`src/design/mem_pkg.sv`:
```
package mem_pkg;

    // One request from the core, sampled every cycle
    typedef struct packed {
        logic        rd;
        logic        wr;
        logic [2:0]  funct3;
        logic [31:0] addr;
        logic [31:0] wdata;
    } mem_req_t;

    // Read word seen as byte lanes or as half lanes
    typedef union packed {
        logic [3:0][7:0]  bytes;
        logic [1:0][15:0] halves;
    } word_view_u;

    // Load codes
    localparam logic [2:0] f3_lb  = 3'b000;
    localparam logic [2:0] f3_lh  = 3'b001;
    localparam logic [2:0] f3_lw  = 3'b010;
    localparam logic [2:0] f3_lbu = 3'b100;
    localparam logic [2:0] f3_lhu = 3'b101;

    // Store codes
    localparam logic [2:0] f3_sb = 3'b000;
    localparam logic [2:0] f3_sh = 3'b001;
    localparam logic [2:0] f3_sw = 3'b010;

    // Region select bits, RAM wins over I/O
    localparam int ram_sel_bit = 31;
    localparam int io_sel_bit  = 20;

    // Region codes held in the load context
    localparam logic [1:0] region_none = 2'd0;
    localparam logic [1:0] region_ram  = 2'd1;
    localparam logic [1:0] region_io   = 2'd2;

    // I/O word map
    localparam int io_rom_words   = 3;  // ID words at 0 to 2
    localparam int io_word_switch = 4;
    localparam int io_word_led    = 5;

    localparam logic [31:0] rom_id_0 = 32'h5256_3332;  // "RV32"
    localparam logic [31:0] rom_id_1 = 32'h444d_454d;  // "DMEM"
    localparam logic [31:0] rom_id_2 = 32'h0001_0002;  // Revision

endpackage

```
`src/design/store_align.sv`:
```
`timescale 1ns/1ns

module store_align (
    input  logic [2:0]  funct3,
    input  logic [1:0]  offset,
    input  logic [31:0] wdata,
    output logic [3:0]  be,
    output logic [31:0] wdata_aligned
);
    import mem_pkg::*;

    // Data is replicated so every lane holds the value
    // and the byte enables pick the lanes that are written
    always_comb begin
        be            = 4'b0000;
        wdata_aligned = wdata;
        case (funct3)
            f3_sb: begin
                be            = 4'b0001 << offset;
                wdata_aligned = {4{wdata[7:0]}};
            end
            f3_sh: begin
                be            = offset[1] ? 4'b1100 : 4'b0011;
                wdata_aligned = {2{wdata[15:0]}};
            end
            f3_sw: begin
                be = 4'b1111;  // Offset must be zero
            end
            default: begin
                be = 4'b0000;  // Not a store size
            end
        endcase
    end

endmodule

```
`config.mk`:
```
export PLATFORM = sky130hd
export DESIGN_NAME = store_align
export DESIGN_NICKNAME = d
export VERILOG_FILES = /design/src/design/mem_pkg.sv /design/src/design/store_align.sv
export SDC_FILE = /design/constraint.sdc
export NUM_CORES = 1
export LEC_CHECK = 0
export BUFFER_PORTS_ARGS = -buffer_cell sky130_fd_sc_hd__buf_2
export CELL_PAD_IN_SITES_DETAIL_PLACEMENT = 0
export CELL_PAD_IN_SITES_GLOBAL_PLACEMENT = 1
export CORE_MARGIN = 3
export CORE_UTILIZATION = 19
export DETAILED_ROUTE_END_ITERATION = 10
export PLACE_DENSITY = 0.92
export SETUP_SLACK_MARGIN = 0.1
export SYNTH_ARGS = -nofsm -noshare
export SYNTH_HDL_FRONTEND = slang
export SYNTH_SLANG_ARGS = --single-unit
```
`constraint.sdc`:
```
create_clock -name vclk -period 1.6
set_clock_uncertainty 0.1 [all_clocks]
set_input_delay 0.24 -clock vclk [all_inputs]
set_output_delay 0.24 -clock vclk [all_outputs]
set_load 0.05 [all_outputs]
```
; ---- Word level (Yosys, flattened, before mapping)
; Index checks and enable logic that the tools add are counted.
[totals]
ram_bits = 0
reg_bits = 0
latchBits = 0
wordCells = 7
mem_bits_ro = 0
in_bits = 37
n_memories = 0
[classes]
bitwise = 0
shifts = 1
n_eq_ne = 2
n_addsub = 0
n_mul = 0
reduce_logical = 1
n_lt_le_gt_ge = 0
div = 0
muxes = 3
[ops]
columns = op, count
row1 = one-hot mux 32 bit (2 select lines), 1
row2 = one-hot mux 4 bit (3 select lines), 1
row3 = two-way mux 4 bit, 1
row4 = left shift 1 x 2 -> 4 bit (first input constant), 1
row5 = equality test 3 x 1 -> 1 bit (second input constant), 1
row6 = equality test 3 x 2 -> 1 bit (second input constant), 1
row7 = zero test 3 bit, 1

; ---- Logic depth before layout (Yosys ltp)
[logic_depth]
depth_word = 2
depth_mapped = 5
depth_no_buf = 3

; ---- Least setup slack after synthesis
; Ideal clock, no wire load.
[synth_timing]
kind = input-to-output
from = input funct3[1]
to = output wdata_aligned[25]
path_buffers = 2
path_stages = 5
t_arrival_ns = 1.532
t_required_ns = 1.260
setup_slack_ns = -0.272
path_cell_list = buf_6 > nor2_4 > buf_2 > nor2_1 > a21oi_1
[synth_via]
elab_chain_len = 2
elab_cells_between_ends = 3
[synth_lines]
columns = item, line
row1 = start: declaration, store_align.sv:4  ; input logic [2:0] funct3,
row2 = equality test 3 x 1 -> 1 bit or zero test 3 bit (tied branches), store_align.sv:17  ; case (funct3)
row3 = one-hot mux 32 bit (2 select lines) *, store_align.sv:17
row4 = end: declaration, store_align.sv:8  ; output logic [31:0] wdata_aligned
; Mark *: on every way between the ends. The rest lies on a longest branch, timed or not.

; ---- Worst setup path in the final report
[layout_timing]
from = input funct3[0]
to = output wdata_aligned[14]
; The elaborated chain is that of the path after synthesis.

==> impl_metrics.yaml <==
drt:
  route.detailed.drc: 0
  wire_per_inst_um: 12.8
  num_vias: 771
  drt_iter0_drc: 23
  dr.pass1.iters: 3
  ant_nets: 0
  wirelength_mm: 2.17
  via_per_inst: 4.56
sta:
  tightest_slew_ns: 0.271
  final.setup.worst_slack_ns: 0.0467
  rsz0062_at_grt: "yes"
  period_minus_slack_ns: 1.55
  drv_slew: 0
  setup_viol: 0
  slew-limit-headroom: 0.814
  min_period_over_period: 0.971
  fin_setup_tns_ns: 0
  fmax_mhz: 644
  hold_viol_final: 0
setup_path:
  crit_slowest_cell: "mux2_4"
  path_class: "in2out"
  cp_cell_sequence: "buf_8 > nor3_4 > buf_12 > mux2_4 > buf_8"
  path_buf_inv: 3
  arrival_ns: 1.21
  cpLargestDelayFamily: "buffers and inverters"
  cp.required_ns: 1.26
  start_kind: "input port"
  endpoint_kind: "output pin"
  path_common_cell: "buf_8"
  worstPathMaxFanout: 6
  slowest_delay_ns: 0.31
layout:
  regArea_um2: 0
  antenna_cells: 0
  final_cell_mix: "buf_2, buf_4, buf_6"
  clock_buffers: 0
  area_growth_pct: 153
  design_area_um2: 1270
  postLayoutCoreUtil: 0.510
  nets: 178
  layout_commonest_cell: "buf_2"
  design.seq.count: 0
  drive_gt1_frac: 0.849
pwr:
  netSwitchingFraction: 0.601
  internal_power_w: 0.000248
  powerDensity_nw_per_um2: 487
  p_clk_frac: 0
  ir_worst_vdd_mv: 0.228
  p_leak_nw: 0.644
  p_sw_w: 0.000373
  power_frac_comb: 1.000
  pwr-share-seq: 0
synth:
  synth_warnings: 0
  synth_top_area_cell: "mux2_2"
  synth_fp_nets: 103
  syn-instance-count: 66
  netlist-cell-type-count: 14
  yosysTopAreaCellShare: 0.313
  syn_area_per_cell_um2: 7.62
  ys_seq_area_frac: 0
  syn-cell-area_um2: 503
  synth.area.top_cells: "mux2_2, mux2i_1, a21oi_1"
global_route:
  first_global_vias: 745
  antenna_found_initial: 0
  met1_usage: 0.133
  grt_max_degree: 13
  grt_overflow: 0
  gr-usage-all-layers: 0.118
  grt_pass1_wl_mm: 3.19
  use_met2: 0.245
  top_usage_layer: "met2"
  grt_use_met3: 0.00226
placed_design:
  place_ws_ns: -0.0518
  portBuffers: 73
  dp_hpwl_mm: 1.62
  place.gp.congestion: 0.695
  post_dp_cell_area_um2: 988
floorplan:
  design.core.area_um2: 2500
  dieHeight_um: 57.5
  row_count: 18
  die_area_um2: 3300
  die_w_um: 57.5
  io_pins: 73
  start_util: 0.201
min_path:
  min_from: "wdata[2]"
  worstHoldPathType: "in2out"
  holdPathEnd: "wdata_aligned[2]"
  hold_depth: 2
status:
  outcome: "completed"
flow_run:
  maxCapViolations: 0
[cell type report]
| type | count | area [um^2] |
|---|---|---|
| fillers | 239 | 1220 |
| repair buffers | 85 | 684 |
| multi-input cells | 52 | 546 |
| well taps | 30 | 37.5 |
| inverters | 2 | 7.51 |
[worst max path at each step]
stage / from / end / slack [ns] / cells after the start
6_report: funct3[0] / wdata_aligned[14] / 0.05 / 5
3_5_place_dp: funct3[2] / wdata_aligned[9] / -0.05 / 5
3_3_place_gp: funct3[2] / wdata_aligned[13] / -0.04 / 5
2_1_floorplan: funct3[1] / wdata_aligned[25] / 0.01 / 5
4_1_cts: funct3[0] / wdata_aligned[9] / 0.04 / 5
5_1_grt: funct3[0] / wdata_aligned[12] / 0.006 / 5
[per-stage QoR]
stage	instances	hold slack, ns	total power [W]
after floorplan	66	0.547	0.000388
after global placement	163	0.695	0.000501
after detailed placement	163	0.701	0.000510
after CTS	168	0.701	0.000611
after global routing	169	0.711	0.000645
final	169	0.701	0.000620
[timing repair]
item / CTS / global route
gates cloned: 1 / 0
setup buffers: 4 / 1
resized for setup: 59 / 10
pin swaps: 2 / 0
endpoints found under the setup margin: 27 / 26
hold buffers: 0 / 0
[power by group through the flow]
stage	Clock, W	Sequential [W]	Combinational [W]
after floorplan	0	0	0.000388
after global placement	0	0	0.000501
after detailed placement	0	0	0.000510
after CTS	0	0	0.000611
after global routing	0	0	0.000645
final	0	0	0.000620
[synth_stat cells, drive strengths merged]
cell / n
o21ai: 2
nor3: 1
a21oi: 12
mux2i: 8
buf: 12
nand2b: 1
inv: 2
nor2: 11
mux2: 16
a21o: 1
[routing by layer]
metal / routed length [um] / up-vias
li1: - / 373
met1: 776 / 349
met2: 1180 / 47
met3: 189 / 2
met4: 23 / 0
met5: 0 / -
[cells by family (layout without fill, tap and decap cells)]
kind of cell | Yosys count | count (layout) | synth area share
mux | 24 | 24 | 0.517
simple gates | 13 | 13 | 0.142
buf+inv | 14 | 87 | 0.187
compound gates | 15 | 15 | 0.154
(Power assumes the default switching activity.)
