**src/design/mem_pkg.sv**
```systemverilog
package mem_pkg;

    // One request from the core, sampled every cycle
    typedef struct packed {
        logic        rd;
        logic        wr;
        logic [2:0]  funct3;
        logic [31:0] addr;
        logic [31:0] wdata;
    } mem_req_t;

    // Read word seen as byte lanes or as half lanes
    typedef union packed {
        logic [3:0][7:0]  bytes;
        logic [1:0][15:0] halves;
    } word_view_u;

    // Load codes
    localparam logic [2:0] f3_lb  = 3'b000;
    localparam logic [2:0] f3_lh  = 3'b001;
    localparam logic [2:0] f3_lw  = 3'b010;
    localparam logic [2:0] f3_lbu = 3'b100;
    localparam logic [2:0] f3_lhu = 3'b101;

    // Store codes
    localparam logic [2:0] f3_sb = 3'b000;
    localparam logic [2:0] f3_sh = 3'b001;
    localparam logic [2:0] f3_sw = 3'b010;

    // Region select bits, RAM wins over I/O
    localparam int ram_sel_bit = 31;
    localparam int io_sel_bit  = 20;

    // Region codes held in the load context
    localparam logic [1:0] region_none = 2'd0;
    localparam logic [1:0] region_ram  = 2'd1;
    localparam logic [1:0] region_io   = 2'd2;

    // I/O word map
    localparam int io_rom_words   = 3;  // ID words at 0 to 2
    localparam int io_word_switch = 4;
    localparam int io_word_led    = 5;

    localparam logic [31:0] rom_id_0 = 32'h5256_3332;  // "RV32"
    localparam logic [31:0] rom_id_1 = 32'h444d_454d;  // "DMEM"
    localparam logic [31:0] rom_id_2 = 32'h0001_0002;  // Revision

endpackage

```
**src/design/io_rom_block.sv**
```systemverilog
`timescale 1ns/1ns

module io_rom_block (
    input  logic        clk,
    input  logic        rst_n,
    input  logic        rd,
    input  logic [3:0]  be,
    input  logic [2:0]  index,
    input  logic [31:0] wdata,
    input  logic [15:0] switch,
    output logic [31:0] rdata,
    output logic [15:0] led
);
    import mem_pkg::*;

    localparam logic [31:0] rom_words [io_rom_words] = '{rom_id_0, rom_id_1, rom_id_2};

    logic [31:0] read_word;
    logic        led_hit;

    assign led_hit = (index == 3'(io_word_led));

    always_comb begin
        read_word = 32'h0000_0000;
        if (index < 3'(io_rom_words)) begin
            read_word = rom_words[index[1:0]];
        end else if (index == 3'(io_word_switch)) begin
            read_word = {16'h0000, switch};
        end else if (led_hit) begin
            read_word = {16'h0000, led};
        end
    end

    always_ff @(posedge clk) begin
        if (rd) begin
            rdata <= read_word;
        end
    end

    // Only the two low lanes exist
    always_ff @(posedge clk or negedge rst_n) begin
        if (!rst_n) begin
            led <= 16'h0000;
        end else if (led_hit) begin
            if (be[0]) begin
                led[7:0] <= wdata[7:0];
            end
            if (be[1]) begin
                led[15:8] <= wdata[15:8];
            end
        end
    end

endmodule

```
**config.mk**
```make
export PLATFORM = sky130hd
export DESIGN_NAME = io_rom_block
export DESIGN_NICKNAME = d
export VERILOG_FILES = /design/src/design/mem_pkg.sv /design/src/design/io_rom_block.sv
export SDC_FILE = /design/constraint.sdc
export NUM_CORES = 1
export LEC_CHECK = 0
export ABC_AREA = 1
export BUFFER_PORTS_ARGS = -buffer_cell sky130_fd_sc_hd__buf_2
export CORE_UTILIZATION = 42
export CTS_CLUSTER_DIAMETER = 150
export DETAILED_ROUTE_END_ITERATION = 7
export PLACE_DENSITY = 0.87
export REMOVE_ABC_BUFFERS = 1
export SLEW_MARGIN = 40
export SYNTH_ARGS = -nofsm -noshare
export SYNTH_HDL_FRONTEND = slang
export SYNTH_SLANG_ARGS = --single-unit
```
**constraint.sdc**
```tcl
create_clock -name clk -period 0.9 [get_ports clk]
set_input_delay 0.09 -clock clk [delete_from_list [all_inputs] [get_ports clk]]
set_output_delay 0.09 -clock clk [all_outputs]
set_load 0.01 [all_outputs]
```
; ---- Word level (Yosys, flattened, before mapping)
; Cells that the tools add are included.
[word_totals]
word_cells = 16
out_inout_bits = 48
ff_bits = 48
input_bits = 58
[op_classes]
magnitude_cmp = 2
mux = 6
reduce_logical = 2
n_eq_ne = 2
bitwise = 1
[ops]
columns = operator, count
row1 = $mux W32, 3
row2 = $bmux W32 S2, 1
row3 = $mux W16, 2
row4 = $eq A3 B3 Y1 const B, 2
row5 = $reduce_and A2 Y1, 2
row6 = $ge A3 B3 Y1 const B, 1
row7 = $lt A3 B2 Y1 const B, 1
row8 = $not A2 Y3, 1

; ---- Depth between registers and ports, before layout
[logic_depth]
word_depth = 5
depth_mapped = 7
ltp_nobuf = 6

; ---- Worst setup path after synthesis
; OpenSTA, ideal clock, no wires.
[synth_path]
path_type = in2reg
startpoint = in index[1]
endpoint = reg rdata[6], data pin
slack_ns = -0.152
t_required_ns = 0.634
n_path_buf = 1
arrival_ns = 0.786
setup_ns = 0.266
path_stages = 7
path_cell_list = inv_1 > ha_1 > nand2_4 > inv_4 > buf_6 > nand3_1 > nand3_1
[synth_between]
elab_chain_len = 5
word_cells_on_any_way = 10
classes_between = order compare (1) / eq/ne (2) / mux (6) / bitwise (1)
[synth_lines]
columns = element, line_no
row1 = start: declaration, io_rom_block.sv:8  ; input logic [2:0] index,
row2 = $not A2 Y3 (implied by the code), io_rom_block.sv:26  ; read_word = rom_words[index[1:0]];
row3 = $bmux W32 S2, io_rom_block.sv:26
row4 = $mux W32 (implied by the code) (2 in series), io_rom_block.sv:26
row5 = $mux W32 *, io_rom_block.sv:25  ; if (index < 3'(io_rom_words)) begin
row6 = net read_word[6], io_rom_block.sv:18  ; logic [31:0] read_word;
row7 = end signal: assignment, io_rom_block.sv:36  ; rdata <= read_word;
row8 = end: declaration, io_rom_block.sv:11  ; output logic [31:0] rdata,
; Mark *: on every way through the listed nets, which the timed path passes. The rest lies on a longest branch. The select of a mux whose other input is x is not followed.
; A chain may end at the register's enable or synchronous reset.

; ---- Worst setup path in the final report
[layout_path]
startpoint = reg led[8]
endpoint = out led[8]
[layout_rtl]
columns = element, line_no
row1 = start: declaration, io_rom_block.sv:12  ; output logic [15:0] led
row2 = start signal: assignment, io_rom_block.sv:49  ; led[15:8] <= wdata[15:8];
; No word-level cell between the ends.

==> results by group <==
Logic synthesis
  • Post-Syn Instances: between 150 and 200
  • Register area share after synthesis: between 50 and 60%
  • Mean Syn Cell Area: slightly below 10 µm²
  • Area leader, netlist: edfxtp_1
  • Yosys top cell area share: about a third
  • Yosys cell types: 18
  • Synth area leaders: edfxtp_1 35%, dfrtp_1 23%, nand2_1 12%
  • Mapped Area: 1700 µm²
  • Synth warn: 0
  • Number of synthesized register bits: 36

Critical path
  • CP Class: reg2out
  • Worst setup EP type: output port
  • CP Buf/Inv Count: 1
  • Slowest CP cell: dfrtp_1
  • CP arrival: 860 ps
  • CP required: roughly 800 ps
  • CP Max Fanout: 3
  • Crit-path cells: buf_2
  • Critical Path Start Type: flip-flop
  • Largest stage delay on the critical path: 420 ps
  • Critical path's top delay family: flip-flops

CTS
  • CTS tree: built
  • H-tree depth: 2
  • Clock Pin Slew Worst Setup and Hold Paths: roughly 60 ps
  • CTS Buffer Depth: 2
  • Root buffer cell: clkbuf_8
  • TritonCTS buffer count: 5
  • Clock Latency Late Sink: between 200 and 300 ps
  • Sinks on Clock Net: 36

Finish
  • Nets: 327
  • Synth-to-Final Area Change: 37.4%
  • Fill count: around 310
  • Ant diodes: 0
  • Most common cell after layout, fill and taps aside: buf_2
  • Post-layout util: a little over 60%
  • Most frequent cells in the layout: 79 x buf_2, 55 x nand2_1, 30 x nand3_1, 20 x edfxtp_1, 16 x dfrtp_1
  • Proportion of layout cells with a drive suffix above 1: roughly two fifths
  • Final Instance Area: between 2000 and 2500 µm²

Placement
  • Hpwl dp: 2940 µm
  • Dpl cell area: about 2100 µm²
  • Routability Congestion: around 0.9
  • Port Buf Inserts: 81

Flow run
  • Max Cap Violations: 0

Detailed routing
  • First-pass DRT Iterations: 4
  • Via Count: approximately 1.5k
  • Routed wire per std cell: roughly 12 µm
  • Violation count after the first detailed-route iteration: between 90 and 100
  • Post-Route WL: about 3800 µm
  • Via density: 4.83
  • DRC: 0
  • Antenna viol nets, final: 0

Power and ir drop
  • Power per cell area: about 1700 nW/µm²
  • Pleak: approximately 0.0012 µW
  • Worst VDD drop: around 1000 µV
  • Total power: a little over 4000 µW

Timing
  • Slew Limit Fails: 0
  • Maximum clock rate: ~1100 MHz
  • Final setup skew: 3.91 ps
  • Hold_ws: 7.42 ps
  • RSZ-0062 raised after global routing: yes
  • Final setup fails: 21
  • Post-layout min period: 947 ps
  • Final WS setup: -47.4 ps
  • Tcrit/Tclk final: 105%
  • Fin. Hold Viols: 0

Floorplanning
  • I/O Pins: roughly 110
  • Die W: roughly 66 µm
  • Starting density of the core: between 40 and 50%
  • Full die area: ~4300 µm²
  • Die height: roughly 66 µm
  • Core Area: approximately 3800 µm²
  • Rows: 22

Global route
  • Global route overflow: 0
  • First-pass GRT wire length: around 6000 µm
  • Largest net degree at the start of global routing: 21
  • Initial antenna violation count: 0
  • Number of global-route vias before repair: 1373
  • Total track usage: ~18%

Min path
  • Worst Hold Class: in2reg

Run status
  • Failing checks: setup timing
  • Status: complete, but fails checks
==> cell families (layout without fill, tap and decap cells) <==
logic type	count (synthesis)	count (layout)	synth area share, %
and+or+nand+nor	91	91	23.8
buffers and inverters	29	115	10.4
other	1	6	0.220
AOI/OAI and AO/OA	16	16	4.70
adders and majority gates	3	3	2.20
DFF	36	36	58.7
==> what timing repair did <==
item                       in CTS  in global routing
gates resized for setup         1                 13
hold buffers                    2                  0
setup endpoints to repair      26                 58
buffers inserted                5                  1
pin swaps                       0                  2
hold endpoints to repair       17                  0
==> power by group <==
part	total [µW]	switching (µW)	internal (µW)
logic	916	485	431
registers	2090	125	1960
clock network	1050	528	524
==> final cells by class <==
type | instances | area [µm²] | share of cell area (%)
flip-flops and latches | 36 | 1000 | 42.8
repair buffers | 94 | 566 | 24.2
well taps | 48 | 60.1 | 2.57
clock inverters | 3 | 13.8 | 0.588
clock buffers | 5 | 68.8 | 2.94
inverters | 13 | 56.3 | 2.41
multi-input cells | 116 | 576 | 24.6
==> cells in the mapped netlist <==
cell      number
nand3_1       31
inv_2          1
and3_1         1
inv_4          1
inv_1         11
nand2_1       55
o21ai_0        6
conb_1         1
buf_6          2
buf_4         13
o21ai_1       10
nor2_4         2
nor2_1         1
buf_2          1
dfrtp_1       16
ha_1           3
edfxtp_1      20
nand2_4        1
==> through the flow <==
stage	std cells	worst slack, ps	TNS [ps]
4_1_cts	314	-56.9	-553
6_report	315	-47.4	-401
5_1_grt	315	-90.0	-1300
3_5_place_dp	299	-319	-8280
2_1_floorplan	165	-171	-1840
3_3_place_gp	299	-256	-6750
==> layer usage <==
layer | track usage (%) | vias to the layer above | share of wire, %
li1 | - | 747 | -
met1 | 22.9 | 683 | 40
met2 | 30.1 | 84 | 50
met3 | 3.30 | 9 | 7.3
met4 | 10.6 | 0 | 3.0
met5 | 0 | - | 0
==> final timing paths <==
kind                       startpoint         to  slack [ps]  cells past startpoint
setup / recovery               led[8]     led[8]         -50                      1
hold / removal               wdata[0]     led[0]           7                      3
setup reg to reg              led[11]  rdata[11]          20                      3
hold reg to reg                led[7]     led[7]         500                      2
max in group asynchronous       rst_n    led[11]         390                      2
min in group asynchronous       rst_n     led[2]         260                      2
==> sequential cells by signal, summed over array words and instances, names as in the netlist <==
register	cells
led	16
rdata	20
No activity file was read; power rests on OpenSTA's default activity.
