[config.mk]
export PLATFORM = sky130hd
export DESIGN_NAME = load_extend
export DESIGN_NICKNAME = d
export VERILOG_FILES = /design/src/design/mem_pkg.sv /design/src/design/load_extend.sv
export SDC_FILE = /design/constraint.sdc
export NUM_CORES = 1
export LEC_CHECK = 0
export ABC_AREA = 0
export BUFFER_PORTS_ARGS = -buffer_cell sky130_fd_sc_hd__buf_2
export CELL_PAD_IN_SITES_DETAIL_PLACEMENT = 1
export CELL_PAD_IN_SITES_GLOBAL_PLACEMENT = 2
export CORE_ASPECT_RATIO = 0.8
export CORE_MARGIN = 5
export CORE_UTILIZATION = 21
export DETAILED_ROUTE_END_ITERATION = 8
export PLACE_DENSITY = 0.89
export SYNTH_ARGS = -nofsm -noshare
export SYNTH_HDL_FRONTEND = slang
export SYNTH_SLANG_ARGS = --single-unit
[constraint.sdc]
create_clock -name vclk -period 3.15
set_clock_uncertainty 0.2 [all_clocks]
set_input_delay 0.7875 -clock vclk [all_inputs]
set_output_delay 0.7875 -clock vclk [all_outputs]
set_load 0.02 [all_outputs]
[src/design/mem_pkg.sv]
package mem_pkg;

    // One request from the core, sampled every cycle
    typedef struct packed {
        logic        rd;
        logic        wr;
        logic [2:0]  funct3;
        logic [31:0] addr;
        logic [31:0] wdata;
    } mem_req_t;

    // Read word seen as byte lanes or as half lanes
    typedef union packed {
        logic [3:0][7:0]  bytes;
        logic [1:0][15:0] halves;
    } word_view_u;

    // Load codes
    localparam logic [2:0] f3_lb  = 3'b000;
    localparam logic [2:0] f3_lh  = 3'b001;
    localparam logic [2:0] f3_lw  = 3'b010;
    localparam logic [2:0] f3_lbu = 3'b100;
    localparam logic [2:0] f3_lhu = 3'b101;

    // Store codes
    localparam logic [2:0] f3_sb = 3'b000;
    localparam logic [2:0] f3_sh = 3'b001;
    localparam logic [2:0] f3_sw = 3'b010;

    // Region select bits, RAM wins over I/O
    localparam int ram_sel_bit = 31;
    localparam int io_sel_bit  = 20;

    // Region codes held in the load context
    localparam logic [1:0] region_none = 2'd0;
    localparam logic [1:0] region_ram  = 2'd1;
    localparam logic [1:0] region_io   = 2'd2;

    // I/O word map
    localparam int io_rom_words   = 3;  // ID words at 0 to 2
    localparam int io_word_switch = 4;
    localparam int io_word_led    = 5;

    localparam logic [31:0] rom_id_0 = 32'h5256_3332;  // "RV32"
    localparam logic [31:0] rom_id_1 = 32'h444d_454d;  // "DMEM"
    localparam logic [31:0] rom_id_2 = 32'h0001_0002;  // Revision

endpackage

[src/design/load_extend.sv]
`timescale 1ns/1ns

module load_extend (
    input  logic [2:0]          funct3,
    input  logic [1:0]          offset,
    input  mem_pkg::word_view_u raw,
    output logic [31:0]         data
);
    import mem_pkg::*;

    logic [7:0]  sel_byte;
    logic [15:0] sel_half;

    assign sel_byte = raw.bytes[offset];
    assign sel_half = raw.halves[offset[1]];

    always_comb begin
        case (funct3)
            f3_lb: begin
                data = {{24{sel_byte[7]}}, sel_byte};
            end
            f3_lh: begin
                data = {{16{sel_half[15]}}, sel_half};
            end
            f3_lw: begin
                data = raw.bytes;  // Whole word
            end
            f3_lbu: begin
                data = {24'h000000, sel_byte};
            end
            f3_lhu: begin
                data = {16'h0000, sel_half};
            end
            default: begin
                data = 32'h0000_0000;
            end
        endcase
    end

endmodule

Word level (Yosys, flattened, before mapping)
Cells that the tools add are included.

storage, ports and cells
  input port bits = 37
  output and inout bits = 32
  flip-flop bits (word level) = 0
  logic and storage cells = 12

operators by class
  equality and inequality tests = 4
  reductions and logical operators = 1
  magnitude comparators = 2
  mux-type cells = 5

operators with widths
  operator                                                     count
  case mux 32 bit (5 select lines)                             1
  two-way mux 16 bit                                           2
  binary-select mux 8 bit (select 2 bit)                       1
  two-way mux 8 bit                                            1
  == test 3 bit (second input constant)                        2
  == test 3 x 1 -> 1 bit (second input constant)               1
  == test 3 x 2 -> 1 bit (second input constant)               1
  logical NOT 3 bit                                            1
  less-than comparator 2 x 3 -> 1 bit (second input constant)  1
  less-than comparator 1 x 2 -> 1 bit (second input constant)  1

Longest topological paths before layout
  word-level depth = 3
  mapped depth = 6
  depth with buffers taken out = 3

Worst setup path before layout
Ideal clock, no wire load.

  kind = input to output
  start = input port offset[1]
  end = output port data[14]
  stages = 5
  data required time = 2.162 ns
  path slack = 0.314 ns
  arrival = 1.849 ns
  buffers on the path = 2
  cell sequence = buf_6 > nor2b_1 > a22oi_4 > buf_6 > o21ai_0

on the way
  longest elaborated chain between the ends = 3
  elaborated cells between the ends (all ways) = 5
  classes of those cells = mux: 5

RTL lines
  element                                                                               RTL line                              RTL
  start, declared                                                                       load_extend.sv:5                      input logic [1:0] offset,
  binary-select mux 8 bit (select 2 bit) / two-way mux 16 bit (equally long branches)   load_extend.sv:14, load_extend.sv:15
  two-way mux 8 bit (implied by the code) / two-way mux 16 bit (equally long branches)  load_extend.sv:14, load_extend.sv:15
  case mux 32 bit (5 select lines) *                                                    load_extend.sv:18                     case (funct3)
  end, declared                                                                         load_extend.sv:7                      output logic [31:0] data

Mark *: on every way between the ends. The rest lies on a longest branch, timed or not. The select of a mux whose other input is x is not followed.

Worst setup path after layout
  start = input port offset[0]
  end = output port data[15]

on the way
  longest elaborated chain between the ends = 3

RTL lines
  element                                  RTL line           RTL
  binary-select mux 8 bit (select 2 bit)   load_extend.sv:14  assign sel_byte = raw.bytes[offset];
  two-way mux 8 bit (implied by the code)  load_extend.sv:14
  case mux 32 bit (5 select lines)         load_extend.sv:18

No other way between the ends. The select of a mux whose other input is x is not followed.

==> flow_summary.rst <==
.. list-table::
   :header-rows: 1

   * - Metric
     - Value
   * - Count of pins on the block boundary
     - 69
   * - Routed via count
     - 1131
   * - Maximum number of pins on one net before global-route repair
     - 32
   * - Hold buffers post-CTS
     - 0
   * - Tightest Hold Check Type
     - in -> out
   * - Kind of critical path
     - in -> out
   * - Post-Place Worst Slack
     - 0.176 ns
   * - Share of total power in combinational logic
     - 100.0%
   * - Clk_buf instances
     - 0
   * - DPL Wire Length
     - 3020 um
   * - Fin Setup TNS
     - 0 ns
   * - DRT Wirelength
     - 3630 um
   * - Setup violations, final
     - 0
   * - Sequential cells
     - 0
   * - Number of vias per cell after detailed routing
     - 4.88
   * - Count of filler cells inserted in the layout
     - 529
   * - Max_cap viols
     - 0
   * - Power per standard cell area
     - 183 nW/um^2
   * - Share of total power in the clock network
     - 0%
   * - Final min period
     - 2.98 ns
   * - Average wire length per cell after detail routing
     - 15.6 um
   * - Most common cell after layout, fill and taps aside
     - sky130_fd_sc_hd__buf_2
   * - Post-CTS setup repair buffer count
     - 0
   * - Floorplan core area
     - 3850 sq um
   * - Die width
     - 81.3 um
   * - Internal power
     - 0.0970 mW
   * - Number of warnings printed during yosys synthesis
     - 0
   * - Ratio of final minimum period to clock period
     - 94.6%
   * - Part of the total power dissipated in sequential elements
     - 0%
   * - Switching share of power
     - 58.0%
   * - Post-cts gate resize count
     - 0
   * - Worst Hold Launch
     - funct3[0]
   * - Endpoints failing hold
     - 0
   * - ANT nets after route
     - 0
   * - Part of the Yosys area used for sequential elements
     - 0%
   * - Overall routing resource usage
     - 13.3%
   * - Transition at the pin with the smallest max-transition slack
     - 0.632 ns
   * - Antenna fix cells
     - 0
   * - Multi-input gate area
     - 746 sq um
   * - WHS Path Cells
     - 3
   * - Required time at the worst-slack endpoint
     - 2.16 ns
   * - Global-route wire length before repair
     - 5910 um
   * - Commonest cells after routing, fill and taps aside
     - 69 x sky130_fd_sc_hd__buf_2, 17 x sky130_fd_sc_hd__mux2_2, 16 x sky130_fd_sc_hd__nand3_1, 16 x sky130_fd_sc_hd__o211ai_1, 9 x sky130_fd_sc_hd__a22oi_1
   * - Layout Area Growth over Synthesis
     - 47.4%
   * - Arrival time of data at the critical path endpoint
     - 1.99 ns
   * - Number of remaining DRC errors
     - 0
   * - Count of buffers inserted at the top-level ports
     - 69
   * - Count of cell types in the netlist
     - 21
   * - CP startpoint kind
     - input port
   * - Placer Congestion
     - 0.754
   * - Mapped cell area
     - 855 sq um
   * - FMAX
     - 336 MHz
   * - Maximum resistive drop on vdd
     - 0.0567 mV
   * - Syn avg cell area
     - 7.50 sq um
   * - Remaining global-route overflow
     - 0
   * - Switching power
     - 0.134 mW
   * - Count of pins over their slew limit
     - 0
   * - Height of the die
     - 67.1 um
   * - Post-synthesis cell count
     - 114
   * - Row Count
     - 20
   * - Antenna violations before repair
     - 0
   * - Status
     - completed
   * - Via count of the first global-routing pass
     - 1191
   * - Share of post-route cells with drive strength above 1
     - 57.1%
   * - Dpl cell area
     - 1260 sq um
   * - End of the worst hold path
     - data[7]
   * - Initial DRC Count
     - 16
   * - Final #Nets
     - 216
   * - Initial Util
     - 22.2%
   * - Flip-flop and latch area
     - 0 sq um
   * - Relative slew slack
     - 57.7%
   * - DR pass1 iterations
     - 4
   * - Final cell area excluding filler cells
     - 1260 sq um
   * - Total die area
     - 5450 sq um
   * - Peak fanout along the critical path
     - 20
   * - Leakage power of the design
     - 0.633 nW
   * - RSZ-0062 raised after global routing
     - no
   * - Net Count, Synth
     - 151
   * - Capturing element type of the critical path
     - output port
   * - Worst path setup slack after routing
     - 0.171 ns
stage by stage:
step                      instances  utilization, %  hold slack [ns]  power, mW
after floorplan                 114               -             1.58      0.148
after detailed placement        232            32.7             1.75      0.233
after global routing            232            32.7             1.78      0.251
after global placement          232            32.7             1.75      0.231
after CTS                       232            32.7             1.75      0.234
final                           232            32.7             1.75      0.231
worst max-delay path by stage:
| stage | start | endpoint | slack (ns) |
|---|---|---|---|
| after floorplan | offset[1] | data[14] | 0.31 |
| after global placement | offset[0] | data[17] | 0.18 |
| after detailed placement | offset[0] | data[17] | 0.18 |
| after CTS | offset[0] | data[17] | 0.17 |
| after global routing | funct3[1] | data[14] | 0.08 |
| final | offset[0] | data[15] | 0.17 |
layout make-up:
| type | instances | area share (%) |
|---|---|---|
| multi-input cells | 98 | 59.2 |
| repair buffers | 79 | 35.4 |
| well taps | 55 | 5.46 |
metal layers:
metal / track usage (%) / part of all wire (%) / vias up / routed length (um)
li1: - / - / 575 / -
met1: 17.1 / 45 / 515 / 1650
met2: 24.5 / 49 / 37 / 1760
met3: 1.35 / 5.0 / 4 / 180
met4: 1.27 / 1.0 / 0 / 37
met5: 0 / 0 / - / 0
critical path, stage by stage:
cell	delay, ns
sky130_fd_sc_hd__buf_2	0.11
sky130_fd_sc_hd__mux2_2	0.36
sky130_fd_sc_hd__a22oi_4	0.26
sky130_fd_sc_hd__buf_12	0.19
sky130_fd_sc_hd__o21ai_0	0.09
sky130_fd_sc_hd__buf_2	0.19
cell families after synthesis:
kind of cell	Yosys count	share of synthesized area, %
compound gates	42	34.8
mux	25	32.4
simple gates	31	20.1
buf+inv	16	12.7
cells in the mapped netlist:
cell type                  count  area share, %
sky130_fd_sc_hd__nor2_1        2           0.88
sky130_fd_sc_hd__mux2_2       17             22
sky130_fd_sc_hd__o211ai_1     16             14
sky130_fd_sc_hd__clkbuf_1      4            1.8
sky130_fd_sc_hd__a22oi_1       9            7.9
sky130_fd_sc_hd__nor3b_2       1            1.5
sky130_fd_sc_hd__nand3b_4      1            2.3
sky130_fd_sc_hd__buf_6         5            6.6
sky130_fd_sc_hd__nor2b_1       2            1.5
sky130_fd_sc_hd__nand3_1      16            9.4
sky130_fd_sc_hd__o21ai_0       6            3.5
sky130_fd_sc_hd__buf_2         6            3.5
sky130_fd_sc_hd__mux2i_1       7            8.2
sky130_fd_sc_hd__a22oi_4       1            2.5
sky130_fd_sc_hd__o22ai_1       7            5.1
sky130_fd_sc_hd__o21ai_1       3            1.8
sky130_fd_sc_hd__nand2b_1      1           0.73
sky130_fd_sc_hd__nand2_1       7            3.1
sky130_fd_sc_hd__buf_4         1           0.88
sky130_fd_sc_hd__mux2_4        1            1.8
sky130_fd_sc_hd__or2_2         1           0.73
power groups by stage:
stage / clock (mW) / combinational [mW] / sequential [mW]
after global routing: 0 / 0.251 / 0
after floorplan: 0 / 0.148 / 0
after detailed placement: 0 / 0.233 / 0
final: 0 / 0.231 / 0
after global placement: 0 / 0.231 / 0
after CTS: 0 / 0.234 / 0
Note: power is estimated with default switching activity, not from simulation.
